`config.mk`:
```
export PLATFORM = sky130hd
export DESIGN_NAME = sp_ram
export DESIGN_NICKNAME = d
export VERILOG_FILES = /design/src/sp_ram.sv
export SDC_FILE = /design/constraint.sdc
export NUM_CORES = 2
export LEC_CHECK = 0
export BUFFER_PORTS_ARGS = -buffer_cell sky130_fd_sc_hd__buf_2
export CORE_ASPECT_RATIO = 0.5
export CORE_UTILIZATION = 45
export DETAILED_ROUTE_END_ITERATION = 12
export GPL_TIMING_DRIVEN = 0
export HOLD_SLACK_MARGIN = 0.06
export PLACE_DENSITY = 0.7
export RECOVER_POWER = 100
export SLEW_MARGIN = 20
export SYNTH_ARGS = -nofsm -noshare
export SYNTH_HDL_FRONTEND = slang
export SYNTH_SLANG_ARGS = --single-unit
```
`constraint.sdc`:
```
create_clock -name clk_cpu -period 3.6 [get_ports clk_cpu]
set_input_delay 0.72 -clock clk_cpu [delete_from_list [all_inputs] [get_ports clk_cpu]]
set_output_delay 0.72 -clock clk_cpu [all_outputs]
set_load 0.005 [all_outputs]
```
`src/sp_ram.sv`:
```
// ------------------------------
// single port ram, registered read
// one word of latency, no reset
// ------------------------------
`default_nettype none

module sp_ram #(
	parameter int AW = 8,
	parameter int DW = 8
) (
	input  logic          clk_cpu,
	input  logic [AW-1:0] addr,
	input  logic          we,
	input  logic [DW-1:0] wdata,
	output logic [DW-1:0] rdata
);

	logic [DW-1:0] mem [2**AW];

	always_ff @(posedge clk_cpu) begin
		if (we) mem[addr] <= wdata;
		rdata <= mem[addr];	// read before write on same address
	end

endmodule

`default_nettype wire

```
==> After elaboration in Yosys (flattened, before gate mapping) <==
Memory sizes are Yosys's and may differ from the RTL's. A register that Yosys moved wholly into a read port is not among the register bits.
Cells that the tools add are included.
{ "totals": {"output_inout_bits": 8, "n_memories": 1, "mem_bits_rw": 2048, "word_cells": 3, "register_bits": 0, "input_bits": 18} }
{ "mem_list": {"columns": ["name", "depth", "width", "rd", "rd_clocked_by_memory_dff", "write_ports", "line", "rtl"], "rows": [
  ["mem", 256, 8, 1, 1, 1, "18", "logic [DW-1:0] mem [2**AW];"]
]} }
{ "op_classes": {"mux": 2} }
{ "ops": {"columns": ["op", "count"], "rows": [
  ["2-to-1 mux 1 bit", 2]
]} }

==> Longest topological paths before layout <==
{ "depth": {"word_depth": 2, "depth_mapped": 10} }

==> Worst setup path before layout <==
No wires, ideal clock.
{ "synth_path": {"kind": "input port to flip-flop", "startpoint": "in addr[1]", "endpoint": "mem mem[111][0], enable pin", "arrival_ns": 2.569, "t_required_ns": 3.230, "cell_stages": 9, "setup_time_ns": 0.370, "setup_slack_ns": 0.661, "path_cell_list": "buf_2 > clkbuf_1 > clkbuf_1 > nand2_1 > buf_2 > nor2_1 > nand2_1 > clkbuf_1 > nor2_1"} }
{ "synth_lines": {"columns": ["element", "line", "rtl"], "rows": [
  ["start, declared", "12", "input logic [AW-1:0] addr,"],
  ["end, declared", "18", null]
]} }
Straight into the memory's write port.

==> Worst setup path in the final report <==
{ "layout_path": {"startpoint": "in addr[3]", "endpoint": "mem mem[233][4], enable pin"} }
Straight into the memory's write port.

==> results.py <==
metrics = {
    "global_route": {
        "grt_max_degree": 127,
        "antenna_found_initial": 11,
        "grt_pass1_vias": 38802,
        "track_usage_pct": 23.11,
        "overflow": 0,
        "grt_pass1_wl_um": 286600,
    },
    "timing": {
        "tightestPinTransition_ns": 2.836,
        "final_max_slew_viol_count": 881,
        "worst_slack_ns": -0.1099,
        "clock.fmax_mhz": 269.6,
        "final.setup_skew_ns": 0.02752,
        "finalHoldViolCount": 0,
        "post-route-min-period_ns": 3.710,
        "relSlewSlack_pct": -89.09,
        "period_share_pct": 103.1,
        "setup_violations": 152,
    },
    "setup_path": {
        "cp_slowest_cell": "nor2_1",
        "reg2reg_slack_ns": 0.80,
        "path_cells": "clkbuf_1 -> nor2b_1 -> clkbuf_1 -> clkbuf_4 -> buf_2 -> nand2_1 -> clkbuf_2 -> buf_12 -> nor2_1",
        "rr_startpoint": "mem[159][3]$_DFFE_PP_",
        "critPathMaxFanout": 10,
        "reg2reg_depth": 5,
        "max_stage_delay_ns": 0.67,
        "worstPathArrival_ns": 4.16,
        "cpMostUsedCell": "clkbuf_1",
        "critical_path_class": "in -> reg",
        "worstSetupStartpointType": "primary input",
        "r2r-end": "rdata[3]$_DFF_P_",
        "cp-end-kind": "register",
        "critPathRequiredTime_ns": 4.05,
    },
    "flow_run": {
        "max_cap_violations": 11,
    },
    "outcome": {
        "status": "finished, violations left",
        "violations": "capacitance limit, slew limit, setup timing",
    },
    "yosys": {
        "yosysSeqAreaShare_pct": 78.55,
        "synthesis.area_mm2": 0.07849,
        "avgSynthCellArea_um2": 22.13,
        "synth_seq_cells": 2056,
        "ys_warn_count": 0,
        "synthesis.nets": 3565,
        "synth_cell_types": 22,
        "synth_cells": 3547,
    },
    "place": {
        "gp_congestion": 1.002,
        "pre_cts_ws_ns": -1.623,
        "detailed_place_hpwl_um": 134100,
        "io_buffers": 21,
        "dp.cells": 5893,
    },
    "final_layout": {
        "fin_cells": 6224,
        "mostFrequentLayoutCells": "edfxtp_1 (2048), mux4_2 (512), a22oi_1 (256)",
        "multi_input_area_mm2": 0.01624,
        "regArea_mm2": 0.06166,
        "area_growth_pct": 12.40,
        "nNetsFinal": 3802,
        "n_fill_cell": 13020,
        "final_common_cell": "edfxtp_1",
        "drive_above_1_share_pct": 26.42,
    },
    "power": {
        "p_clk_share_pct": 39.3,
        "power_frac_seq_pct": 55.7,
        "vdd.ir_drop.worst_uv": 522.2,
        "power.internal_uw": 37270,
        "comb_power_share_pct": 5.1,
        "power.switching_uw": 10190,
        "switching_share_pct": 21.48,
        "power.density_mw_per_mm2": 538.0,
        "p_leak_uw": 0.02637,
    },
    "detailed_routing": {
        "wl_per_cell_um": 32.67,
        "route.antenna.remaining_nets": 0,
        "drt_wl_total_um": 203400,
        "drtIter0Drc": 5840,
        "vias": 39226,
        "drc_errors": 0,
        "drtPass1Iterations": 6,
        "viasPerCell": 6.302,
    },
    "floorplanning": {
        "die_x_um": 592.6,
        "die_y_um": 297.3,
        "floorplan.rows": 107,
        "die-area_mm2": 0.1762,
        "ios": 26,
        "core-area_mm2": 0.1718,
        "start_util_pct": 45.70,
    },
    "clocking": {
        "cts_hold_buf": 0,
        "worstSkewPairLatency_ns": 0.82,
        "clk_pin_slew_ns": 0.07,
        "postCtsSetupRepairBufs": 0,
        "cts_resized": 99,
        "cts_tree": "done",
        "htreeDepth": 4,
        "cts_sinks": 2056,
        "cts-root-buf": "clkbuf_16",
        "numCtsBuffers": 179,
        "cts_buffer_depth": 3,
    },
    "hold_path": {
        "hp-class": "in -> reg",
        "min_from": "wdata[3]",
        "holdPathEnd": "mem[136][3]$_DFFE_PP_",
        "hold_path_depth": 1,
    },
}
synthesized netlist by cell type:
| cell | count | area share, % |
|---|---|---|
| edfxtp_1 | 2048 | 78 |
| mux4_2 | 512 | 15 |
| a22oi_1 | 256 | 2.4 |
| nor2_1 | 232 | 1.1 |
| clkbuf_1 | 145 | 0.69 |
| a21oi_1 | 128 | 0.82 |
| buf_2 | 36 | 0.23 |
| o41ai_1 | 32 | 0.36 |
| nor3_1 | 30 | 0.19 |
| nand2_1 | 28 | 0.13 |
| buf_1 | 19 | 0.091 |
| buf_4 | 16 | 0.15 |
| buf_6 | 16 | 0.23 |
| nand3_1 | 13 | 0.083 |
| dfxtp_1 | 8 | 0.20 |
| nand4_1 | 8 | 0.064 |
| nor2b_1 | 7 | 0.056 |
| nand2b_1 | 6 | 0.048 |
| and2_1 | 3 | 0.024 |
| or2_2 | 2 | 0.016 |
| inv_1 | 1 | 0.0048 |
| or3_1 | 1 | 0.0080 |
critical path: cells and delay by family:
kind                   cells  cell delay [ns]
AND/OR/NAND/NOR            3             1.17
buffers and inverters      6             2.22
metal layers:
| layer | GRT usage [%] | routed length, um | part of all wire (%) |
|---|---|---|---|
| met3 | 7.910 | 25700 | 13 |
| met1 | 31.56 | 77070 | 38 |
| met4 | 9.018 | 7683 | 3.8 |
| met5 | 0 | 51 | 0.025 |
| met2 | 34.35 | 92850 | 46 |
flip-flops by register name, summed over array words and instances, names as in the netlist:
signal  cells
mem      2048
rdata       8
logic make-up after synthesis:
group                  Yosys count  synth area share (%)
multiplexers                   512                 14.69
AND/OR/NAND/NOR                330                 1.733
AO/OA/AOI/OAI                  416                 3.622
buffers and inverters          233                 1.401
flip-flops                    2056                 78.55
worst max-delay path by stage:
stage | start | to | slack [ns]
global route | addr[3] | mem[220][1]$_DFFE_PP_ | -0.008
finish | addr[3] | mem[233][4]$_DFFE_PP_ | -0.11
detailed placement | addr[1] | rdata[2]$_DFF_P_ | -1.62
CTS | addr[1] | mem[110][1]$_DFFE_PP_ | -0.04
global placement | addr[3] | mem[208][4]$_DFFE_PP_ | -2.47
floorplan | addr[1] | mem[111][0]$_DFFE_PP_ | 0.66
area by class of cell:
type,instances,share of cell area [%]
repair buffers,57,0.8282
inverters,1,0.004255
clock buffers,218,5.291
flip-flops and latches,2056,69.89
clock inverters,104,0.9970
multi-input cells,1258,18.40
diodes,10,0.02836
well taps,2289,3.246
plain buffers,231,1.313
stage by stage:
step | util [%] | total power [uW] | hold slack [ns] | area (um^2) | TNS, ns
finish | 51.36 | 47470 | 0.5333 | 88220 | -5.084
global route | 51.36 | 48520 | 0.5458 | 88210 | -0.07244
CTS | 51.46 | 47510 | 0.1650 | 88390 | -0.6502
detailed placement | 48.07 | 29280 | 1.032 | 82560 | -2057.02
global placement | 47.43 | 29220 | 1.112 | 81460 | -5968.28
floorplan | - | 28080 | 0.8189 | 78490 | 0
power groups by stage:
| stage | combinational, uW | sequential (uW) | clock, uW |
|---|---|---|---|
| floorplan | 1170 | 26900 | 0 |
| global placement | 2230 | 27000 | 0 |
| detailed placement | 2380 | 26900 | 0 |
| CTS | 2400 | 26400 | 18700 |
| global route | 2480 | 26400 | 19600 |
| finish | 2400 | 26400 | 18600 |
(Power assumes the default switching activity.)
