===== config.mk =====
export PLATFORM = sky130hd
export DESIGN_NAME = joypad
export DESIGN_NICKNAME = d
export VERILOG_FILES = /design/src/gb_io_pkg.sv /design/src/joypad.sv
export SDC_FILE = /design/constraint.sdc
export NUM_CORES = 1
export LEC_CHECK = 0
export BUFFER_PORTS_ARGS = -buffer_cell sky130_fd_sc_hd__buf_2
export CORE_MARGIN = 4
export CORE_UTILIZATION = 43
export CTS_CLUSTER_DIAMETER = 80
export DETAILED_ROUTE_END_ITERATION = 8
export PLACE_DENSITY = 0.81
export SLEW_MARGIN = 5
export SYNTH_ARGS = -nofsm -noshare
export SYNTH_HDL_FRONTEND = slang
export SYNTH_SLANG_ARGS = --single-unit

===== constraint.sdc =====
create_clock -name clk_cpu -period 1.6 [get_ports clk_cpu]
set_clock_uncertainty 0.2 [all_clocks]
set_input_delay 0.48 -clock clk_cpu [delete_from_list [all_inputs] [get_ports clk_cpu]]
set_output_delay 0.48 -clock clk_cpu [all_outputs]
set_load 0.03 [all_outputs]

===== src/gb_io_pkg.sv =====
// ------------------------------
// shared types and constants of the gb_io bus glue
// imported by every module except the RAM
// ------------------------------
`default_nettype none

package gb_io_pkg;

	// ------------------------------
	// bus types
	// ------------------------------
	typedef logic [15:0] addr_t;	// cpu address
	typedef logic [7:0]  byte_t;	// cpu data

	localparam int IRQ_COUNT = 5;	// vblank, lcdc, timer, serial, joypad
	typedef logic [IRQ_COUNT-1:0] irq_vec_t;

	// interrupt bit positions, 0 wins
	localparam int IRQ_VBLANK = 0;
	localparam int IRQ_LCDC   = 1;
	localparam int IRQ_TIMER  = 2;
	localparam int IRQ_SERIAL = 3;
	localparam int IRQ_JOYPAD = 4;

	// ------------------------------
	// memory map
	// ------------------------------
	localparam addr_t ADDR_JOYP = 16'hff00;
	localparam addr_t ADDR_SB   = 16'hff01;	// serial data, dummy
	localparam addr_t ADDR_SC   = 16'hff02;	// serial control
	localparam addr_t ADDR_IF   = 16'hff0f;
	localparam addr_t ADDR_IE   = 16'hffff;

	localparam int WRAM_AW  = 13;	// 8k work ram
	localparam int ZPRAM_AW = 7;	// zero page, 127 used

	localparam byte_t IRQ_VEC_BASE = 8'h40;	// rst vector of source 0, +8 per source
	localparam byte_t IRQ_VEC_NONE = 8'h55;	// ack with nothing pending
	localparam byte_t OPEN_BUS     = 8'hff;

	localparam int SERIAL_BIT_CYCLES_DEF = 512;	// ~8 kHz bit clock at 4 MHz

	// decoded bus target
	typedef enum logic [3:0] {
		REG_NONE, REG_CART_ROM, REG_CART_RAM, REG_WRAM, REG_ZPRAM,
		REG_JOYP, REG_SB, REG_SC, REG_IF, REG_IE
	} bus_region_t;

	typedef enum logic {SER_IDLE, SER_SHIFT} serial_state_t;

endpackage

`default_nettype wire

===== src/joypad.sv =====
// ------------------------------
// JOYP register at ff00
// merges the two key groups and flags new presses
// ------------------------------
`default_nettype none

module joypad (
	input  logic              clk_cpu,
	input  logic              reset,
	input  logic              joyp_we,
	input  gb_io_pkg::byte_t  cpu_do,
	input  logic [7:0]        joystick,	// high = pressed
	output gb_io_pkg::byte_t  joyp_do,
	output logic              joy_irq
);
	import gb_io_pkg::*;

	logic [1:0] p54;		// group select, 0 = selected
	logic [3:0] dir_lines;		// right left up down
	logic [3:0] btn_lines;		// a b select start
	logic [7:0] lines_d1, lines_d2;

	always_ff @(posedge clk_cpu) begin
		if (reset) p54 <= 2'b00;	// both groups on
		else if (joyp_we) p54 <= cpu_do[5:4];
	end

	// a deselected group floats high
	assign dir_lines = ~joystick[3:0] | {4{p54[0]}};
	assign btn_lines = ~joystick[7:4] | {4{p54[1]}};

	assign joyp_do = {2'b11, p54, dir_lines & btn_lines};

	// ------------------------------
	// falling edge on any line
	// ------------------------------
	always_ff @(posedge clk_cpu) begin
		if (reset) begin
			lines_d1 <= '1;	// released
			lines_d2 <= '1;
		end else begin
			lines_d1 <= {dir_lines, btn_lines};
			lines_d2 <= lines_d1;
		end
	end

	assign joy_irq = |(~lines_d1 & lines_d2);

endmodule

`default_nettype wire


# [Word-level counts from Yosys, hierarchy flattened]
# Cells that the tools add are included.
[op_classes] reduce_logical=1 n_bitwise=7
[op_table] cell="8-bit bitwise AND" n=1
[op_table] cell="4-bit NOT" n=2
[op_table] cell="8-bit NOT" n=1
[op_table] cell="4-bit bitwise OR" n=2
[op_table] cell="8-bit OR reduction" n=1
[op_table] cell="4-bit bitwise AND" n=1
[totals] word_cells=11 inputBits=19 reg_bits=18 out_inout_bits=9

# [Depth between registers and ports, before layout]
[depth] ltp_word=3 ltp_mapped=3 depth_no_buf=3

# [Least setup slack after synthesis]
# Ideal clock, no wire load.
[synth_timing] path_type="register -> output" from="register p54[0]" to="output joyp_do[0]" n_path_buf=0 path_stages_with_launch=3 arrival_ns=1.198 path_slack_ns=-0.278 path_cell_list="dfxtp_1 inv_1 a21oi_1"
[synth_between] elab_chain_len=2
[synth_rtl] element="start: declaration" line_no="joypad.sv:18" rtl="logic [1:0] p54;"
[synth_rtl] element="start signal: assignment" line_no="joypad.sv:25" rtl="else if (joyp_we) p54 <= cpu_do[5:4];"
[synth_rtl] element="4-bit bitwise OR" line_no="joypad.sv:29" rtl="assign dir_lines = ~joystick[3:0] | {4{p54[0]}};"
[synth_rtl] element="4-bit bitwise AND" line_no="joypad.sv:32" rtl="assign joyp_do = {2'b11, p54, dir_lines & btn_lines};"
[synth_rtl] element="end: declaration" line_no="joypad.sv:13" rtl="output gb_io_pkg::byte_t joyp_do,"
# No other way between the ends.

# [Worst setup path in the final report]
[layout_timing] from="register lines_d2[2]" to="output joy_irq"
[layout_between] elab_chain_len=2
[layout_rtl] element="start: declaration" line_no="joypad.sv:21" rtl="logic [7:0] lines_d1, lines_d2;"
[layout_rtl] element="start signal: assignment" line_no="joypad.sv:43" rtl="lines_d2 <= lines_d1;"
[layout_rtl] element="8-bit bitwise AND" line_no="joypad.sv:47" rtl="assign joy_irq = |(~lines_d1 & lines_d2);"
[layout_rtl] element="8-bit OR reduction" line_no="joypad.sv:47"
[layout_rtl] element="end: declaration" line_no="joypad.sv:14" rtl="output logic joy_irq"
# No other way between the ends.

==> metrics.cfg <==
[run]
cap_viol_max_count = 0

[clock_tree]
cts_sinks = 18
clk_pin_slew_ns = 0.10
clockRootBuffer = clkbuf_4
cts.htree.levels = 1
numCtsBuffers = 3
worstSkewPairLatency_ns = 0.29
hold_buffers = 0
clk_path_buf_depth = 2
cts_tree = yes

[synth]
syn_avg_cell_area_sq_um = 9.39
synth_edf_count = 0
yosys.area.top_type = dfxtp_1
ys_seq_area_frac = 0.590
synth.distinct_cells = 14
synth_ff_type = dfxtp_1
netlist_area_sq_um = 611
synthCells = 65
yosys-top-cells-count = dfxtp_1 (18), inv_1 (10), or2_2 (8)
synth_most_common_cell = dfxtp_1
ys_ff_latch = 18
synthArstFlopShare = 0
synth_top_area_frac = 0.590
yosysWarnings = 0
ys_top_cells_by_area = dfxtp_1 (59%), or2_2 (8.2%), inv_1 (6.1%)

[outcome]
status = complete, but fails checks
violations = setup timing

[floorplan]
start_util = 0.463
die_h_um = 45.7
die-area_sq_um = 2090
io_pins = 28
coreArea_sq_um = 1320
fp-row-count = 13
die_width_um = 45.7

[finish]
area_delta_synth_final_pct = 58.8
layout.nets = 116
diodes = 0
final_layout_size_suffix_gt1_frac = 0.632
stdcell_area_sq_um = 970
utilization = 0.736
fillers = 73

[global_routing]
grt_remaining_overflow = 0
antenna_found_initial = 0
first_global_vias = 582
grt_max_degree = 12
grt_pass1_wl_mm = 2.53
grt.total_usage = 0.178

[setup_path]
crit_chain = inv_2, o22ai_2, or4_4, buf_6
endpoint_kind = output port
arrival_ns = 1.40
slowest_delay_ns = 0.53
critPathLaunchType = register
crit_fanout = 1
critPathKind = reg -> out
crit_slowest_cell = or4_4
cp_data_required_time_ns = 0.92

[place]
io_buffers = 19
placed_cell_area_sq_um = 761
post-dp-hpwl_um = 949
routabilityCongestion = 0.702

[sta]
hold_viol_final = 0
drv_slew = 0
rsz0062_at_grt = yes
fin_crit_sh = 1.30
fmaxAchievable_mhz = 481
timing.final.ws_setup_ns = -0.477
setup_viol = 6
period_minus_slack_ns = 2.08
finalSetupTns_ns = -1.19

[drt]
drtPass1Iterations = 3
post_drt_wl_per_cell_um = 16.0
vias = 553
antenna_left = 0
drtIter0Drc = 6
drc = 0
totalWireLength_mm = 1.76
viasPerCell = 5.03

[power]
finalPower_mw = 0.908
power_density_nw_per_um2 = 937
ir_worst_vdd_mv = 0.639
power.leakage_nw = 0.489

[hold_path]
hold_path.class = in -> reg

-- metal layers --
layer,routed length [um],vias to the layer above,track usage
li1,-,267,-
met1,644,251,0.180
met2,927,26,0.298
met3,115,9,0.0395
met4,70,0,0.164
met5,0,-,0
-- flip-flops by register name, summed over array words and instances (netlist names) --
name and count:
lines_d2 8, lines_d1 8, p54 2
-- cell families after synthesis --
kind of cell / share of synthesized area
other: 0.00614
AND/OR/NAND/NOR: 0.205
multiplexers: 0.0328
buffers and inverters: 0.0922
flip-flops: 0.590
AO/OA/AOI/OAI: 0.0738
-- where the power goes --
group	internal (mW)	leakage, nW	switching (mW)
combinational	0.0996	0.326	0.101
sequential	0.471	0.149	0.0155
clock	0.0875	0.0138	0.133
total	0.658	0.489	0.250
-- metrics by stage --
step                std cells  setup slack [ns]  hold WS [ns]
floorplan                  66           -0.0485         0.217
global placement           97            -0.175         0.223
detailed placement         97            -0.184         0.233
CTS                       105            -0.471         0.212
global route              110            -0.517         0.226
finish                    110            -0.477         0.226
-- cell type report --
type | instances | area [sq um] | share of cell area
clock buffer | 3 | 22.5 | 0.0232
inverter | 10 | 42.5 | 0.0439
multi-input combinational | 35 | 283 | 0.292
sequential | 18 | 374 | 0.386
tap | 15 | 18.8 | 0.0194
timing repair buffer | 29 | 229 | 0.236
-- worst paths after layout --
| path | start | to | slack (ns) | cells after the start |
|---|---|---|---|---|
| setup reg to reg | p54[1]$_SDFFE_PP0P_ | lines_d1[0]$_SDFF_PP1_ | 0.40 | 5 |
| hold / removal | joystick[1] | lines_d1[5]$_SDFF_PP1_ | 0.23 | 2 |
| hold reg to reg | lines_d1[7]$_SDFF_PP1_ | lines_d2[7]$_SDFF_PP1_ | 0.25 | 1 |
| setup / recovery | lines_d2[2]$_SDFF_PP1_ | joy_irq | -0.48 | 4 |
-- worst max-delay path, delay by kind of cell (launching register included) --
family                 cells  cell delay, ns
buffers and inverters      2            0.19
DFF                        1            0.33
and+or+nand+nor            1            0.53
AOI/OAI and AO/OA          1            0.06
-- cells in the final DEF, fill, tap and decap left out --
cell      synthesis  final
o22ai_1           4      3
inv_2             0      2
inv_1            10      7
dfxtp_1          18     11
o22ai_2           0      1
inv_6             0      1
dfxtp_4           0      2
buf_2             0     12
buf_4             2      6
dfxtp_2           0      5
conb_1            1      2
buf_6             0     11
nor2b_4           0      4
or4_4             0      1
nand3_1           4      4
clkbuf_4          0      3
a21oi_4           0      4
or2_2             8      8
mux2i_1           2      2
nor2_1            2      2
nand2_1           4      4
-- timing repair --
action / 4_1_cts / 5_1_grt
pin swaps: 2 / 2
gates resized for setup: 26 / 13
setup endpoints to repair: 5 / 7
setup buffers: 5 / 5
No activity file was read; power rests on OpenSTA's default activity.
