$ cat src/gb_io_pkg.sv
// ------------------------------
// shared types and constants of the gb_io bus glue
// imported by every module except the RAM
// ------------------------------
`default_nettype none

package gb_io_pkg;

	// ------------------------------
	// bus types
	// ------------------------------
	typedef logic [15:0] addr_t;	// cpu address
	typedef logic [7:0]  byte_t;	// cpu data

	localparam int IRQ_COUNT = 5;	// vblank, lcdc, timer, serial, joypad
	typedef logic [IRQ_COUNT-1:0] irq_vec_t;

	// interrupt bit positions, 0 wins
	localparam int IRQ_VBLANK = 0;
	localparam int IRQ_LCDC   = 1;
	localparam int IRQ_TIMER  = 2;
	localparam int IRQ_SERIAL = 3;
	localparam int IRQ_JOYPAD = 4;

	// ------------------------------
	// memory map
	// ------------------------------
	localparam addr_t ADDR_JOYP = 16'hff00;
	localparam addr_t ADDR_SB   = 16'hff01;	// serial data, dummy
	localparam addr_t ADDR_SC   = 16'hff02;	// serial control
	localparam addr_t ADDR_IF   = 16'hff0f;
	localparam addr_t ADDR_IE   = 16'hffff;

	localparam int WRAM_AW  = 13;	// 8k work ram
	localparam int ZPRAM_AW = 7;	// zero page, 127 used

	localparam byte_t IRQ_VEC_BASE = 8'h40;	// rst vector of source 0, +8 per source
	localparam byte_t IRQ_VEC_NONE = 8'h55;	// ack with nothing pending
	localparam byte_t OPEN_BUS     = 8'hff;

	localparam int SERIAL_BIT_CYCLES_DEF = 512;	// ~8 kHz bit clock at 4 MHz

	// decoded bus target
	typedef enum logic [3:0] {
		REG_NONE, REG_CART_ROM, REG_CART_RAM, REG_WRAM, REG_ZPRAM,
		REG_JOYP, REG_SB, REG_SC, REG_IF, REG_IE
	} bus_region_t;

	typedef enum logic {SER_IDLE, SER_SHIFT} serial_state_t;

endpackage

`default_nettype wire
$ cat src/serial_port.sv
// ------------------------------
// dummy serial port, SC register at ff02
// no data moves, a started transfer just times out
// ------------------------------
`default_nettype none

module serial_port #(
	parameter int SERIAL_BIT_CYCLES = gb_io_pkg::SERIAL_BIT_CYCLES_DEF
) (
	input  logic              clk_cpu,
	input  logic              reset,
	input  logic              sc_we,
	input  gb_io_pkg::byte_t  cpu_do,
	output gb_io_pkg::byte_t  sc_do,
	output logic              serial_irq
);
	import gb_io_pkg::*;

	localparam int DIV_W = (SERIAL_BIT_CYCLES > 1) ? $clog2(SERIAL_BIT_CYCLES) : 1;
	localparam logic [DIV_W-1:0] DIV_LOAD = DIV_W'(SERIAL_BIT_CYCLES - 1);

	serial_state_t   state;
	logic            sc_start;		// bit 7, transfer busy
	logic            sc_clk;		// bit 0, internal clock
	logic [DIV_W-1:0] clk_div;		// cycles left in bit
	logic [2:0]      bit_cnt;		// bits done

	always_ff @(posedge clk_cpu) begin
		serial_irq <= 1'b0;	// single cycle pulse
		if (reset) begin
			state    <= SER_IDLE;
			sc_start <= 1'b0;
			sc_clk   <= 1'b0;
			clk_div  <= '0;
			bit_cnt  <= '0;
		end else if (sc_we) begin
			sc_start <= cpu_do[7];
			sc_clk   <= cpu_do[0];
			clk_div  <= DIV_LOAD;
			bit_cnt  <= '0;
			// only internal clock moves bits, external never arrives
			state    <= (cpu_do[7] && cpu_do[0]) ? SER_SHIFT : SER_IDLE;
		end else if (state == SER_SHIFT) begin
			if (clk_div != '0) begin
				clk_div <= clk_div - 1'b1;
			end else begin
				clk_div <= DIV_LOAD;
				bit_cnt <= bit_cnt + 1'b1;
				if (bit_cnt == 3'd7) begin	// eighth bit out
					state      <= SER_IDLE;
					sc_start   <= 1'b0;
					serial_irq <= 1'b1;
				end
			end
		end
	end

	assign sc_do = {sc_start, 6'b111111, sc_clk};

endmodule

`default_nettype wire

$ cat config.mk
export PLATFORM = sky130hd
export DESIGN_NAME = serial_port
export DESIGN_NICKNAME = d
export VERILOG_FILES = /design/src/gb_io_pkg.sv /design/src/serial_port.sv
export SDC_FILE = /design/constraint.sdc
export NUM_CORES = 1
export LEC_CHECK = 0
export BUFFER_PORTS_ARGS = -buffer_cell sky130_fd_sc_hd__buf_4
export CORE_MARGIN = 2
export CORE_UTILIZATION = 50
export DETAILED_ROUTE_END_ITERATION = 12
export GPL_TIMING_DRIVEN = 0
export PLACE_DENSITY = 0.82
export SLEW_MARGIN = 20
export SYNTH_ARGS = -nofsm -noshare
export SYNTH_HDL_FRONTEND = slang
export SYNTH_SLANG_ARGS = --single-unit
export TNS_END_PERCENT = 5
$ cat constraint.sdc
create_clock -name clk_cpu -period 1.8 [get_ports clk_cpu]
set_input_delay 0.27 -clock clk_cpu [delete_from_list [all_inputs] [get_ports clk_cpu]]
set_output_delay 0.27 -clock clk_cpu [all_outputs]
set_load 0.03 [all_outputs]
## Word-level counts from Yosys, hierarchy flattened

Cells that the tools add are included.

- Output and inout port bits: 9
- Logic and storage cells: 33
- Register bits after elaboration: 16

- Bitwise operators: 2
- Add/sub/neg operators: 2
- Equality and inequality tests: 2
- Multiplexer cells: 13
- Reduce and logical (&&, ||, !) cells: 8

Operators with widths:

| cell | count |
|---|---|
| 2-to-1 mux 9 bit | 3 |
| 2-to-1 mux 1 bit | 10 |
| nonzero test 9 bit | 1 |
| subtractor 9 x 1 -> 9 bit (second input constant) | 1 |
| nonzero test 2 bit | 2 |
| OR reduction 4 bit | 1 |
| adder 3 x 1 -> 3 bit (second input constant) | 1 |
| == test 3 bit (second input constant) | 1 |
| AND reduction 3 bit | 1 |
| != test 2 bit (second input constant) | 1 |
| NOT 1 bit | 2 |
| AND reduction 2 bit | 1 |
| OR reduction 2 bit | 1 |
| logical AND 1 bit | 1 |

## Depth between registers and ports, before layout

- Depth after elaboration: 5
- Mapped depth: 7
- Depth with buffers taken out: 6

## Worst setup path after synthesis

Ideal clock, no wire load.

- Kind: flip-flop to flip-flop
- Start: register clk_div[0]
- End: register clk_div[0]
- Required time: 1.668 ns
- Arrival: 1.305 ns
- Setup slack: 0.363 ns
- Stages on the path, launching flop included: 8
- Cells stage by stage: dfxtp_1 -> inv_1 -> ha_1 -> nor4b_4 -> and3_1 -> buf_4 -> nor2_1 -> a21oi_1

- Longest elaborated chain between the ends: 4

RTL lines:

| element | line | text |
|---|---|---|
| start: declaration | serial_port.sv:25 | `logic [DIV_W-1:0] clk_div;` |
| start signal: assignment | serial_port.sv:45 | `clk_div <= clk_div - 1'b1;` |
| subtractor 9 x 1 -> 9 bit or nonzero test 9 bit (tied branches) | serial_port.sv:45, serial_port.sv:44 |  |
| 2-to-1 mux 9 bit (*) | serial_port.sv:44 | `if (clk_div != '0) begin` |
| 2-to-1 mux 9 bit (*) | serial_port.sv:43 | `end else if (state == SER_SHIFT) begin` |
| 2-to-1 mux 9 bit (*) | serial_port.sv:36 | `end else if (sc_we) begin` |

Every way passes the cells marked *; elsewhere a longest branch is shown, timed or not. The select of a mux whose other input is x is not followed.
A chain may end at the register's enable or synchronous reset.

## Final worst setup path

- Start: register clk_div[0]
- End: register clk_div[6]

The elaborated chain is that of the path after synthesis.

==> run summary <==
The flow ran to the end, and the final reports show no timing, DRC or antenna violations. The worst setup path is of the reg -> reg kind. In this run the vertical extent of the chip is between 40 and 50 µm. The startpoint type of the worst setup path is a register. The fraction of layout instances using a drive strength above 1 is 22.33%.

At the worst endpoint, the required time is about 2000 ps. The netlist area before placement is 795.8 µm². For this design the static power due to leakage is 0.3899 nW. Entering global routing, the biggest net connects 11 pins.

The post-detailed-route count of antenna-violating nets is 0. The total setup buffers inserted after CTS is 0. The CTS tree is built.

Setup violations remaining at the end of the flow were counted as 0. The share of the Yosys chip area taken by registers is 40.25%. Adding up every negative setup slack in the final design gives 0 ps. The post-place instance area is 879.6 µm². The number of pins with negative max-slew slack in the final report came out at 0. The via count of the first global-routing pass came to 489. The end-of-flow core utilization is 60.80%. The diode insertion count for antenna repair is 0. The area of the core region came out at 0.001506 mm². For this configuration, the core starts out at a cell density of a little over half. The number of antenna violations at the first check in global routing is 0.

The CTS buffer count is 3. The maximum resistive drop on vdd is roughly 540 µV. The worst hold path cell count came out at 2. The post-synthesis mux area share is 2.516%. The routed wire length per instance came out at 10.73 µm. The number of vias in the routed layout is about 600. The library cells used most frequently in the layout, excluding fill and tap cells, are sky130_fd_sc_hd__dfxtp_1, sky130_fd_sc_hd__buf_4, sky130_fd_sc_hd__a21oi_1, sky130_fd_sc_hd__nor2_1, sky130_fd_sc_hd__conb_1.

The global-route wire length before repair is between 2 and 2.5 mm. The cts-stage hold buffer count came out at 0. The CTS H-tree depth is 1. The mean instance size in the synthesized netlist is 9.043 µm².

Fill cells in the final layout number 135. Including well taps, the total number of placed cells is roughly 120. Input and output buffers added on the ports amount to 6.

After detailed routing, the number of vias per cell comes to 5.050. For the finished layout, the period the worst path requires is 1663 ps. The number of library cell types mapped by synthesis came out at 23. The worst hold path terminates at clk_div[1]$_SDFFE_PP0P_. Of the total synthesized cell area, the portion taken by full adders, half adders and majority gates is 4.717%. The critical path data arrival time is 1830 ps. The overall routed net length is 1.277 mm. The highest achievable clock rate came out at 601.4 MHz. The number of ports placed on the die boundary came out at 20. The clock transition time at the flip-flop clock pins of the worst setup and hold paths came out at 90 ps.

The final cell area excluding filler cells came out at 915.9 µm². Max-cap violations in this run came to 0. The type of destination of the critical path is a register. The post-layout net count is 118. The horizontal die dimension came out at 43.90 µm. For the worst flop-to-flop path, the logic depth is 7. The remaining routing DRC violations came out at 0. The simple-gate portion of the synthesized area came out at 22.48%. Summing the areas of all compound-gate instances in the mapped netlist gives 8.176% of the synthesized area. The iteration-0 DRC count of the detailed router is 5. The kind of path behind the tightest hold check is in -> reg. The flip-flop and latch count after synthesis came out at 16. The congestion estimate from routability-driven global placement came to 0.7543. The capture point of the worst reg-to-reg path is clk_div[6]$_SDFFE_PP0P_.

The total number of yosys warnings came out at 0. In this run the worst path has a maximum fanout of 6. The area growth from synthesis to layout came out at 15.09%. Of the available clock period, the critical path in the final layout requires 92.38%.

In this run the critical register-to-register path is launched from clk_div[0]$_SDFFE_PP0P_. The most critical setup path has its startpoint at clk_div[0]$_SDFFE_PP0P_. The most common cell after layout, fill and taps aside is sky130_fd_sc_hd__dfxtp_1. The overall die area is slightly below 0.002 mm². The register-to-register setup slack is 140 ps. The estimated wirelength of the detail-placed design came out at 983.9 µm.

The aggregate global routing overflow is 0. For this design the ratio of total power to cell area is 818.5 mW/mm². The final instance count without filler cells is between 100 and 150. The all-layer global routing usage came out at 15.17%. The buffer levels on the longest clock path is 2. The number of optimization iterations in the first detailed-route pass came out at 3.

In this run, post-CTS repair resized a total of 0 instances. For the worst-skew pair, the clock arrives at the later sink with an insertion delay of about 290 ps. The number of failing hold endpoints at the final stage is 0. Clock skew on the completed layout was measured at ~2.2 ps. The tree is rooted in a sky130_fd_sc_hd__clkbuf_4. The cell count after synthesis came out at 88. Of the total synthesized cell area, the portion taken by XOR and XNOR cells is 9.906%.

The main combinational cell family by area after synthesis is simple AND/OR/NAND/NOR gates. The number of rows created at floorplan came out at 14. Setup repair after global routing left no endpoint under its margin. The launch instance of the worst min-delay path is reset. CTS saw 16 sinks.
## where the power goes
group          leakage, nW  internal, mW  total [mW]  switching [mW]
Clock               0.0210         0.123       0.239           0.116
Sequential           0.132         0.374       0.395          0.0211
Combinational        0.237        0.0514       0.116          0.0648
Total                0.390         0.548       0.750           0.201
## final cells by class
type                    instances  area, µm²  area share [%]
well taps                      16      20.02           2.186
plain buffers                  12      80.08           8.743
inverters                       3      11.26           1.230
flip-flops and latches         16      320.3           34.97
multi-input cells              62      402.9           43.99
repair buffers                  6      45.04           4.918
clock buffers                   4      36.28           3.962
## sequential cells by signal (all words and copies together), names as in the netlist
register    count
sc_clk          1
sc_start        1
bit_cnt         3
serial_irq      1
state           1
clk_div         9
## cells by family after synthesis
family	after synthesis
multiplexers	2
adder cells (fa/ha/maj)	3
other	1
buffers and inverters	15
XOR/XNOR	9
AND/OR/NAND/NOR	29
flip-flops	16
AO/OA/AOI/OAI	13
## worst max-delay path: stages, from the launching register on
cell and delay [ps]:
sky130_fd_sc_hd__dfxtp_1 380, sky130_fd_sc_hd__inv_1 60, sky130_fd_sc_hd__ha_1 210, sky130_fd_sc_hd__nor4b_4 150, sky130_fd_sc_hd__and3_1 170, sky130_fd_sc_hd__buf_4 150
sky130_fd_sc_hd__nor2_1 300, sky130_fd_sc_hd__a21oi_1 110
## metal layers
| metal | track usage, % | part of all wire, % | vias to the layer above | routed length, µm |
|---|---|---|---|---|
| met5 | 0 | 0 | - | 0 |
| met4 | 10.91 | 3.0 | 0 | 38 |
| met3 | 3.750 | 3.9 | 5 | 50 |
| met2 | 22.65 | 44 | 12 | 567 |
| met1 | 18.86 | 49 | 267 | 621 |
| li1 | - | - | 317 | - |
## synthesized netlist by cell type
master                     number  area share, %
sky130_fd_sc_hd__a21oi_1       11            6.9
sky130_fd_sc_hd__and3_1         2            1.6
sky130_fd_sc_hd__buf_2          1           0.63
sky130_fd_sc_hd__buf_4          9            8.5
sky130_fd_sc_hd__clkbuf_1       2           0.94
sky130_fd_sc_hd__conb_1         1           0.47
sky130_fd_sc_hd__dfxtp_1       16             40
sky130_fd_sc_hd__ha_1           3            4.7
sky130_fd_sc_hd__inv_1          3            1.4
sky130_fd_sc_hd__mux2i_1        2            2.5
sky130_fd_sc_hd__nand2_1        5            2.4
sky130_fd_sc_hd__nand3_1        5            3.1
sky130_fd_sc_hd__nand3b_1       1           0.94
sky130_fd_sc_hd__nand4_1        1           0.79
sky130_fd_sc_hd__nand4b_1       2            2.2
sky130_fd_sc_hd__nor2_1         6            2.8
sky130_fd_sc_hd__nor3_1         4            2.5
sky130_fd_sc_hd__nor3b_2        1            1.6
sky130_fd_sc_hd__nor4_2         1            1.6
sky130_fd_sc_hd__nor4b_4        1            3.0
sky130_fd_sc_hd__o21ai_0        2            1.3
sky130_fd_sc_hd__xnor2_1        4            4.4
sky130_fd_sc_hd__xor2_1         5            5.5
## metrics by stage
stage | power (mW) | worst slack (ps) | hold slack (ps)
after floorplan | 0.4928 | 362.9 | 339.1
after global placement | 0.5146 | 190.6 | 450.0
after detailed placement | 0.5182 | 173.3 | 472.9
after CTS | 0.7491 | 158.2 | 172.5
after global routing | 0.7768 | 68.19 | 174.7
final | 0.7497 | 137.2 | 170.5
## worst max-delay path by stage
| stage | to | slack, ps | cells past startpoint |
|---|---|---|---|
| 2_1_floorplan | clk_div[0]$_SDFFE_PP0P_ | 360 | 7 |
| 3_3_place_gp | clk_div[6]$_SDFFE_PP0P_ | 190 | 7 |
| 3_5_place_dp | clk_div[6]$_SDFFE_PP0P_ | 170 | 7 |
| 4_1_cts | clk_div[7]$_SDFFE_PP0P_ | 160 | 7 |
| 5_1_grt | clk_div[0]$_SDFFE_PP0P_ | 70 | 7 |
| 6_report | clk_div[6]$_SDFFE_PP0P_ | 140 | 7 |
Power figures use the tool's default switching activity.
