`src/gb_io_pkg.sv`:
```
// ------------------------------
// shared types and constants of the gb_io bus glue
// imported by every module except the RAM
// ------------------------------
`default_nettype none

package gb_io_pkg;

	// ------------------------------
	// bus types
	// ------------------------------
	typedef logic [15:0] addr_t;	// cpu address
	typedef logic [7:0]  byte_t;	// cpu data

	localparam int IRQ_COUNT = 5;	// vblank, lcdc, timer, serial, joypad
	typedef logic [IRQ_COUNT-1:0] irq_vec_t;

	// interrupt bit positions, 0 wins
	localparam int IRQ_VBLANK = 0;
	localparam int IRQ_LCDC   = 1;
	localparam int IRQ_TIMER  = 2;
	localparam int IRQ_SERIAL = 3;
	localparam int IRQ_JOYPAD = 4;

	// ------------------------------
	// memory map
	// ------------------------------
	localparam addr_t ADDR_JOYP = 16'hff00;
	localparam addr_t ADDR_SB   = 16'hff01;	// serial data, dummy
	localparam addr_t ADDR_SC   = 16'hff02;	// serial control
	localparam addr_t ADDR_IF   = 16'hff0f;
	localparam addr_t ADDR_IE   = 16'hffff;

	localparam int WRAM_AW  = 13;	// 8k work ram
	localparam int ZPRAM_AW = 7;	// zero page, 127 used

	localparam byte_t IRQ_VEC_BASE = 8'h40;	// rst vector of source 0, +8 per source
	localparam byte_t IRQ_VEC_NONE = 8'h55;	// ack with nothing pending
	localparam byte_t OPEN_BUS     = 8'hff;

	localparam int SERIAL_BIT_CYCLES_DEF = 512;	// ~8 kHz bit clock at 4 MHz

	// decoded bus target
	typedef enum logic [3:0] {
		REG_NONE, REG_CART_ROM, REG_CART_RAM, REG_WRAM, REG_ZPRAM,
		REG_JOYP, REG_SB, REG_SC, REG_IF, REG_IE
	} bus_region_t;

	typedef enum logic {SER_IDLE, SER_SHIFT} serial_state_t;

endpackage

`default_nettype wire
```
`src/irq_controller.sv`:
```
// ------------------------------
// interrupt controller, IF at ff0f and IE at ffff
// drives irq level and the vector for the ack cycle
// ------------------------------
`default_nettype none

module irq_controller (
	input  logic                 clk_cpu,
	input  logic                 reset,
	input  logic                 irq_ack,
	input  logic                 if_we,
	input  logic                 ie_we,
	input  gb_io_pkg::byte_t     cpu_do,
	input  gb_io_pkg::irq_vec_t  irq_src,	// one cycle strobes
	output logic                 irq,
	output gb_io_pkg::byte_t     irq_vector,
	output gb_io_pkg::byte_t     if_do,
	output gb_io_pkg::byte_t     ie_do
);
	import gb_io_pkg::*;

	irq_vec_t if_r, ie_r;
	irq_vec_t pending;		// flagged and enabled
	irq_vec_t clr_mask;		// one-hot, winner of priority
	logic [2:0] sel;		// winner index
	logic found;
	logic ack_q;
	logic ack_fall;

	assign pending  = if_r & ie_r;
	assign ack_fall = ack_q & ~irq_ack;	// ack cycle over

	// ------------------------------
	// priority encoder, lowest bit wins
	// ------------------------------
	always_comb begin
		sel   = '0;
		found = 1'b0;
		for (int i = IRQ_COUNT - 1; i >= 0; i--) begin
			if (pending[i]) begin
				sel   = 3'(i);
				found = 1'b1;
			end
		end
		clr_mask = found ? irq_vec_t'(1) << sel : '0;
	end

	assign irq_vector = found ? IRQ_VEC_BASE + byte_t'({sel, 3'b000}) : IRQ_VEC_NONE;

	always_ff @(posedge clk_cpu) begin
		if (reset) begin
			if_r  <= '0;
			ie_r  <= '0;
			ack_q <= 1'b0;
			irq   <= 1'b0;
		end else begin
			ack_q <= irq_ack;
			irq   <= |pending;
			// sources set, ack clears the serviced one
			if_r  <= (if_r | irq_src) & ~(ack_fall ? clr_mask : irq_vec_t'(0));
			if (if_we) if_r <= cpu_do[IRQ_COUNT-1:0];	// cpu write wins
			if (ie_we) ie_r <= cpu_do[IRQ_COUNT-1:0];
		end
	end

	// unused upper bits: IF reads 1, IE reads 0
	assign if_do = {{(8 - IRQ_COUNT){1'b1}}, if_r};
	assign ie_do = {{(8 - IRQ_COUNT){1'b0}}, ie_r};

endmodule

`default_nettype wire

```
`config.mk`:
```
export PLATFORM = sky130hd
export DESIGN_NAME = irq_controller
export DESIGN_NICKNAME = d
export VERILOG_FILES = /design/src/gb_io_pkg.sv /design/src/irq_controller.sv
export SDC_FILE = /design/constraint.sdc
export NUM_CORES = 1
export LEC_CHECK = 0
export ABC_AREA = 1
export BUFFER_PORTS_ARGS = -buffer_cell sky130_fd_sc_hd__buf_2
export CAP_MARGIN = 10
export CORE_MARGIN = 3
export CORE_UTILIZATION = 36
export CTS_CLUSTER_SIZE = 25
export DETAILED_ROUTE_END_ITERATION = 10
export PLACE_DENSITY = 0.73
export REMOVE_ABC_BUFFERS = 1
export SLEW_MARGIN = 40
export SYNTH_ARGS = -nofsm -noshare
export SYNTH_HDL_FRONTEND = slang
export SYNTH_SLANG_ARGS = --single-unit
```
`constraint.sdc`:
```
create_clock -name clk_cpu -period 0.85 [get_ports clk_cpu]
set_input_delay 0.1275 -clock clk_cpu [delete_from_list [all_inputs] [get_ports clk_cpu]]
set_output_delay 0.1275 -clock clk_cpu [all_outputs]
set_load 0.02 [all_outputs]
```
* Yosys cells after proc, flatten, opt, wreduce, memory -nomap -nowiden
Cells that the tools add are included.
Operators by class: $add $sub $neg 1, shifts and indexed selects 1, mux-type cells 14, bitwise gates (word level) 6, reduce and logical (&&, ||, !) cells 1
Operator list (count):
- $mux 3 | 5
- $mux 5 | 3
- $and 5x5->5 | 2
- $add 7x6->8 const A | 1
- $mux 8 | 1
- $mux 1 | 5
- $not 5->5 | 1
- $or 5x5->5 | 1
- $reduce_or 5->1 | 1
- $shl 1x3->5 const A | 1
- $and 1x1->1 | 1
- $not 1->1 | 1
Storage, ports and cells: bits in registers 12, bits of input ports 18, logic and storage cells 27

* Longest topological paths before layout
Gate-level depths: netlist of run 1.
depth in word-level cells 12, depth in mapped cells 8, gate-level depth less buffers 8

* Worst setup path before layout of run 1
OpenSTA, ideal clock, no wires.
path type reg-to-output, start point register if_r[3], end point output port irq_vector[2], arrival time 1.181 ns, setup slack -0.458 ns, stages on the path, launching flop included 5, buffers on the path 1, cell sequence dfxtp_1 -> nand2_2 -> nand2_2 -> nor3_2 -> buf_4
Between the ends: word-level cells in the longest chain between the ends 6
Ends and longest elaborated chain:
- start: declaration | line irq_controller.sv:22 | irq_vec_t if_r, ie_r;
- start signal: assignment | line irq_controller.sv:60 | if_r <= (if_r | irq_src) & ~(ack_fall ? clr_mask : irq_vec_t'(0));
- start signal: assignment | line irq_controller.sv:61 | if (if_we) if_r <= cpu_do[IRQ_COUNT-1:0];
- $and 5x5->5 | line irq_controller.sv:30 | assign pending = if_r & ie_r;
- $mux 1 (4 in a row) | line irq_controller.sv:40 | if (pending[i]) begin
- $mux 8 | line irq_controller.sv:48 | assign irq_vector = found ? IRQ_VEC_BASE + byte_t'({sel, 3'b000}) : IRQ_VEC_NONE;
- end: declaration | line irq_controller.sv:16 | output gb_io_pkg::byte_t irq_vector,
Every way passes these cells.

* Worst setup path after layout of run 1
start point register ie_r[2], end point output port irq_vector[2]
Between the ends: word-level cells in the longest chain between the ends 5
Ends and longest elaborated chain:
- start: declaration | line irq_controller.sv:22
- start signal: assignment | line irq_controller.sv:62 | if (ie_we) ie_r <= cpu_do[IRQ_COUNT-1:0];
- $and 5x5->5 | line irq_controller.sv:30
- $mux 1 (3 in a row) | line irq_controller.sv:40
- $mux 8 | line irq_controller.sv:48
Every way passes these cells.

==> key figures, run 1 <==
Setup path
  – Nature of the critical path endpoint: output pin
  – CP peak stage delay: 0.34 ns
  – Most used cell, CP: sky130_fd_sc_hd__nand2_4
  – Setup slack of the most critical reg-to-reg path: -0.32 ns
  – Maximum fanout count along the critical path: 4
  – Arr. time, crit path: 1.15 ns
  – R2R Path End: if_r[2]
  – Critical-path top delay cell: sky130_fd_sc_hd__dfxtp_2
  – Critical Path Start Type: register
  – Startpoint of the worst-slack reg-to-reg timing path: if_r[0]
  – Path depth of the worst reg2reg path: 9
  – Worst setup path category: register to output pin
  – Crit-path cells: nand2_4 > nand2_4 > nor3_4 > buf_6
  – Req. time, crit path: roughly 0.7 ns

Routing
  – Initial detailed-routing violation count: 3
  – Max layer used: met4
  – Remaining antenna violation count after routing: 0
  – Number of iterations in the first detailed-routing pass: 4
  – Total DRC errors in the routed layout: 0
  – Routed Wire Length: 1901 um
  – Met1 routed wirelength after detailed routing: 843 um
  – Met3 Wirelength: 118 um
  – Detailed-route via count: 719
  – Via count normalized by instance count: 4.494
  – Wire per inst: 11.88 um
  – Met2 routed wirelength: 878 um

GRT
  – Via count of the first global-routing pass: 732
  – Number of antenna violations at the first check in global routing: 0
  – GRT Util Overall: 0.1684
  – Pin count of the biggest net entering global routing: 11
  – First-pass GRT wire length: 3174 um
  – Remaining global-route overflow: 0

Synth
  – Avg Synthesized Cell Area: 7.379 um2
  – Synth Instances: 88
  – Sequential fraction of the synthesis area: 0.3699
  – Yosys Warn Count: 0
  – Unique masters post-synth: 22
  – Yosys reg bits: 12
  – Combined area of all synthesized cells: ~650 um2

Timing
  – Pins over their slew limit: 0
  – Clock Skews: 0.002708 ns
  – Crit share post-route: 1.503
  – Fin Hold WS: 0.05990 ns
  – Final WS setup: -0.4275 ns
  – Number of hold violations in the final report: 0
  – Maximum achievable frequency: between 700 and 800 MHz
  – Count of endpoints failing setup in the final report: 21
  – Shortest period the worst path allows: 1.277 ns
  – Setup repair after global routing missed its margin: yes

Finish
  – Final non-filler cell total: 160
  – Antenna cells: 0
  – Most frequent standard cell in the layout excluding fill and tap cells: sky130_fd_sc_hd__buf_6
  – Area of combinational cells with multiple inputs: 396.6 um2
  – Layout cells sized above 1: 0.6176
  – Synthesis-to-finish area growth: 79.96%
  – Nets: 156
  – Leading cell types in the layout, fill and taps excluded: sky130_fd_sc_hd__buf_6 (29), sky130_fd_sc_hd__buf_2 (15), sky130_fd_sc_hd__nor2_1 (14)
  – Final standard cell utilization of the core: 0.7331
  – Fill cell total of the finished layout: between 100 and 150
  – FF+latch area: ~250 um2

Run status
  – Violated checks: negative setup slack
  – Run status: complete, but fails checks

CTS
  – Number of sinks driven by the clock tree: 12
  – Insertion delay of the later-clocked pin in the worst-skew pair: 0.26 ns
  – TritonCTS clock tree: done
  – Clock-pin slew on the worst setup and hold paths: 0.07 ns
  – Clock Path Buffers: 2
  – Hold buffer count at cts: 0
  – Number of H-tree levels: 1
  – CTS Root Buffer Type: sky130_fd_sc_hd__clkbuf_4
  – TritonCTS Buffers: 3

Worst hold path
  – Startpoint of the lowest-slack hold path: reset
  – Cells on Worst Hold Path: 2
  – Endpoint of the worst hold-timing path: irq
  – Path category of the worst min-delay check: primary input to register

Flow run
  – Number of maximum-capacitance violations: 0

Place
  – Pre-CTS setup slack: -0.1656 ns
  – Post-detail-place hpwl: 1248 um
  – Placed insts: 150
  – Final weighted congestion in routability-driven placement: 0.7644
  – Port-buffer cells: 30

Floorplan
  – Number of placement rows: 14
  – Die area: 2349 um2
  – Height of the die: 48.47 um
  – Initial Util: 0.4074
  – I/O pin cnt: 43
  – CORE AREA: 1594 um2
  – Die W: 48.47 um

Power and ir drop
  – Power density of the placed cells: 1365 nW/um2
  – Leakage: 0.6009 nW
  – Tot Pwr: 0.001595 W
  – Worst-case vdd ir drop: about 0.98 mV
## routing by layer
layer | GRT usage | up-vias
li1 | - | 363
met1 | 0.2060 | 320
met2 | 0.2798 | 30
met3 | 0.02761 | 6
met4 | 0.09479 | 0
met5 | 0 | -
## critical path, delay by kind of cell, from the launching register on
family | cells | cell delay [ns]
buffers and inverters | 1 | 0.15
flip-flops | 1 | 0.34
AND/OR/NAND/NOR | 3 | 0.39
## cell families after synthesis
family	after synthesis	share of synthesized area
compound gates	20	0.1696
buf+inv	19	0.1676
flops	12	0.3699
other cells	2	0.01157
simple gates	35	0.2813
## registers in the layout, indices dropped and copies added (netlist names)
signal	count
ie_r	5
if_r	5
ack_q	1
irq	1
## cell type report
class,instances,share of cell area
inverters,9,0.02891
clock buffers,3,0.01927
well taps,24,0.02570
multi-input cells,64,0.3394
repair buffers,48,0.3694
flip-flops and latches,12,0.2173
## how the worst max path moves through the flow
stage,slack [ns],to,from,depth (start not counted)
2_1_floorplan,-0.51,irq,if_r[3],4
3_5_place_dp,-0.17,irq_vector[2],if_r[3],4
5_1_grt,-0.47,irq_vector[2],ie_r[2],4
3_3_place_gp,-0.14,irq_vector[2],ie_r[4],4
6_report,-0.43,irq_vector[2],ie_r[2],4
4_1_cts,-0.42,irq_vector[2],ie_r[1],4
## Yosys cell counts
| master | instances | area (um2) |
|---|---|---|
| sky130_fd_sc_hd__a21oi_1 | 4 | 20.02 |
| sky130_fd_sc_hd__a21oi_2 | 1 | 8.760 |
| sky130_fd_sc_hd__a31oi_1 | 1 | 6.260 |
| sky130_fd_sc_hd__buf_4 | 10 | 75.07 |
| sky130_fd_sc_hd__conb_1 | 2 | 7.510 |
| sky130_fd_sc_hd__dfxtp_1 | 12 | 240.2 |
| sky130_fd_sc_hd__inv_1 | 4 | 15.01 |
| sky130_fd_sc_hd__inv_2 | 5 | 18.77 |
| sky130_fd_sc_hd__nand2_1 | 7 | 26.28 |
| sky130_fd_sc_hd__nand2_2 | 5 | 31.28 |
| sky130_fd_sc_hd__nand2_4 | 1 | 11.26 |
| sky130_fd_sc_hd__nand2_8 | 1 | 20.02 |
| sky130_fd_sc_hd__nand3_1 | 2 | 10.01 |
| sky130_fd_sc_hd__nand4_1 | 1 | 6.260 |
| sky130_fd_sc_hd__nor2_1 | 15 | 56.30 |
| sky130_fd_sc_hd__nor3_1 | 1 | 5.000 |
| sky130_fd_sc_hd__nor3_2 | 1 | 10.01 |
| sky130_fd_sc_hd__o21ai_0 | 10 | 50.05 |
| sky130_fd_sc_hd__o21ai_1 | 1 | 5.000 |
| sky130_fd_sc_hd__o21bai_1 | 1 | 7.510 |
| sky130_fd_sc_hd__o22ai_1 | 2 | 12.51 |
| sky130_fd_sc_hd__or2_1 | 1 | 6.260 |
## power by group
group / total (W) / internal [W] / switching, W
Combinational: 0.000595 / 0.000294 / 0.000301
Clock: 0.000343 / 0.000164 / 0.000179
Sequential: 0.000657 / 0.000612 / 0.0000451
Total: 0.00159 / 0.00107 / 0.000526
## what timing repair did
item,CTS,global route
pin swaps,10,10
endpoints found under the hold margin,0,0
buffers inserted,5,6
setup endpoints to repair,22,22
resized for setup,60,14
## metrics by stage
| step | area, um2 | TNS [ns] |
|---|---|---|
| 2_1_floorplan | 600.6 | -2.774 |
| 3_3_place_gp | 863.3 | -0.8969 |
| 3_5_place_dp | 863.3 | -1.052 |
| 4_1_cts | 1111 | -4.524 |
| 5_1_grt | 1169 | -5.426 |
| 6_report | 1169 | -4.541 |
(Power assumes the default switching activity.)
==> run 2: changes to the inputs <==
CORE_MARGIN = 2   (was 3)
==> key figures, run 2 (synthesis gave the netlist of run 1 again) <==
Finish
  – Most frequent standard cell in the layout excluding fill and tap cells: sky130_fd_sc_hd__buf_6 (unchanged)
  – Nets: 160 (was 156)
  – Antenna cells: 0 (unchanged)
  – Fill cell total of the finished layout: 123 (was 116)
  – Final standard cell utilization of the core: 0.7114 (was 0.7331)
  – Leading registers by flop count: ie_r (5), if_r (5) (unchanged)
  – Post-route design area: 1215 um2 (was 1169 um2)
  – Leading cell types in the layout, fill and taps excluded: sky130_fd_sc_hd__buf_6 (29), sky130_fd_sc_hd__nor2_1 (14), sky130_fd_sc_hd__buf_2 (14) (was sky130_fd_sc_hd__buf_6 (29), sky130_fd_sc_hd__buf_2 (15), sky130_fd_sc_hd__nor2_1 (14))
  – Synthesis-to-finish area growth: 87.09% (was 79.96%)
  – Layout cells sized above 1: 0.6596 (was 0.6176)

Run status
  – Violated checks: negative setup slack (unchanged)
  – Run status: complete, but fails checks (unchanged)

Power and ir drop
  – Seq pwr share: 0.375 (was 0.412)
  – Combinational share of power: 0.363 (was 0.373)
  – Internal Dissipation: 0.001191 W (was 0.001069 W)
  – Leakage: 0.6190 nW (was 0.6009 nW)
  – Clock network power share: 0.262 (was 0.215)
  – Sw frac: 0.3199 (was 0.3296)
  – Power density of the placed cells: 1441 nW/um2 (was 1365 nW/um2)
  – Net switching power of the design: 0.0005601 W (was 0.0005258 W)
  – Worst-case vdd ir drop: 1.244 mV (was 0.9766 mV)

CTS
  – Number of H-tree levels: 1 (unchanged)
  – Insertion delay of the later-clocked pin in the worst-skew pair: 0.28 ns (was 0.26 ns)
  – TritonCTS Buffers: 3 (unchanged)
  – Clock Path Buffers: 2 (unchanged)
  – CTS Root Buffer Type: sky130_fd_sc_hd__clkbuf_4 (unchanged)
  – TritonCTS clock tree: done (unchanged)
  – Clock-pin slew on the worst setup and hold paths: 0.08 ns (was 0.07 ns)
  – Number of sinks driven by the clock tree: 12 (unchanged)

Routing
  – Initial detailed-routing violation count: 12 (was 3)
  – Routed Wire Length: 2086 um (was 1901 um)
  – Wire per inst: 12.57 um (was 11.88 um)
  – Detailed-route via count: 767 (was 719)
  – Remaining antenna violation count after routing: 0 (unchanged)
  – Total DRC errors in the routed layout: 0 (unchanged)
  – Via count normalized by instance count: 4.620 (was 4.494)
  – Number of iterations in the first detailed-routing pass: 4 (unchanged)

GRT
  – GRT Util Overall: 0.2135 (was 0.1684)
  – First-pass GRT wire length: 3180 um (was 3174 um)
  – Remaining global-route overflow: 0 (unchanged)
  – Via count of the first global-routing pass: 731 (was 732)
  – Pin count of the biggest net entering global routing: 11 (unchanged)
  – Number of antenna violations at the first check in global routing: 0 (unchanged)

Timing
  – Maximum achievable frequency: 784.8 MHz (was 782.8 MHz)
  – Shortest period the worst path allows: 1.274 ns (was 1.277 ns)
  – Count of endpoints failing setup in the final report: 23 (was 21)
  – Number of hold violations in the final report: 0 (unchanged)
  – Crit share post-route: 1.499 (was 1.503)
  – Final WS setup: -0.4243 ns (was -0.4275 ns)
  – Fin Hold WS: 0.02939 ns (was 0.05990 ns)
  – Setup repair after global routing missed its margin: yes (unchanged)
  – Pins over their slew limit: 0 (unchanged)
  – Post-route setup TNS: -4.951 ns (was -4.541 ns)
  – Clock Skews: 0.01057 ns (was 0.002708 ns)

Flow run
  – Number of maximum-capacitance violations: 0 (unchanged)

Place
  – Instance area at placement: 872.1 um2 (was 863.3 um2)
  – Post-detail-place hpwl: 1245 um (was 1248 um)
  – Pre-CTS setup slack: -0.1909 ns (was -0.1656 ns)
  – Port-buffer cells: 30 (unchanged)
  – Final weighted congestion in routability-driven placement: 0.7135 (was 0.7644)

Floorplan
  – Number of placement rows: 15 (was 14)
  – Die area: 2159 um2 (was 2349 um2)
  – CORE AREA: 1708 um2 (was 1594 um2)
  – I/O pin cnt: 43 (unchanged)
  – Height of the die: 46.47 um (was 48.47 um)
  – Initial Util: 0.3802 (was 0.4074)
  – Die W: 46.47 um (was 48.47 um)

Setup path
  – Setup slack of the most critical reg-to-reg path: -0.31 ns (was -0.32 ns)
  – Worst setup path category: register to output pin (unchanged)
  – Critical Path Start Type: register (unchanged)
  – Req. time, crit path: 0.72 ns (about the same)
  – Nature of the critical path endpoint: output pin (unchanged)
  – Maximum fanout count along the critical path: 3 (was 4)
  – Arr. time, crit path: 1.15 ns (about the same)

Worst hold path
  – Path category of the worst min-delay check: primary input to register (unchanged)
[run 2: cell count changes in the layout (fill, tap and decap cells not counted), moves of 2 or more]
| cell | delta |
|---|---|
| sky130_fd_sc_hd__o21ai_2 | +3 |
| sky130_fd_sc_hd__buf_4 | +5 |
| sky130_fd_sc_hd__nand2_1 | -2 |
| sky130_fd_sc_hd__o21ai_0 | -3 |
| sky130_fd_sc_hd__nand2_2 | +3 |
[run 2: path summary, 6_finish.rpt]
check                   to  cells after the start  startpoint
max reg2reg        if_r[2]                      9     if_r[0]
min reg2reg        ie_r[3]                      3     ie_r[3]
min                    irq                      2       reset
max          irq_vector[0]                      4     ie_r[3]
[run 2: per-stage QoR]
stage	instances	total power (W)
finish	166	0.001751
global placement	152	0.001053
global route	166	0.001842
floorplan	85	0.0008802
CTS	163	0.001690
detailed placement	152	0.001064
[run 2: cell type report]
class / instances / area (um2) / share of cell area
clock buffer: 4 / 36.28 / 0.02987
inverter: 9 / 33.78 / 0.02781
multi-input combinational: 64 / 395.4 / 0.3254
sequential: 12 / 254.0 / 0.2091
tap: 25 / 31.28 / 0.02575
timing repair buffer: 52 / 464.2 / 0.3821
[run 2: critical path: stages, from the launching register on]
cell and delay [ns]:
sky130_fd_sc_hd__dfxtp_2 0.34, sky130_fd_sc_hd__nand2_4 0.09, sky130_fd_sc_hd__nand2_4 0.07, sky130_fd_sc_hd__nor3_4 0.21, sky130_fd_sc_hd__buf_6 0.15
[run 2: power groups by stage]
| stage | combinational, W | sequential [W] | clock [W] |
|---|---|---|---|
| global placement | 0.000412 | 0.000641 | 0 |
| detailed placement | 0.000420 | 0.000644 | 0 |
| finish | 0.000635 | 0.000657 | 0.000459 |
| CTS | 0.000576 | 0.000649 | 0.000466 |
| global route | 0.000681 | 0.000660 | 0.000500 |
| floorplan | 0.000184 | 0.000696 | 0 |
[run 2: layer usage]
layer,global-route usage,part of all wire,up-vias
met5,0,0,-
met4,0.1143,0.018,0
met1,0.2542,0.42,349
met3,0.05882,0.052,11
li1,-,-,371
met2,0.3444,0.51,36
[run 2: repair_timing]
| action | in CTS | in global routing |
|---|---|---|
| gates resized for setup | 63 | 17 |
| pin swaps | 6 | 18 |
| hold buffers | 0 | 0 |
| hold endpoints to repair | 0 | 0 |
| setup buffers | 7 | 8 |
| endpoints found under the setup margin | 22 | 25 |
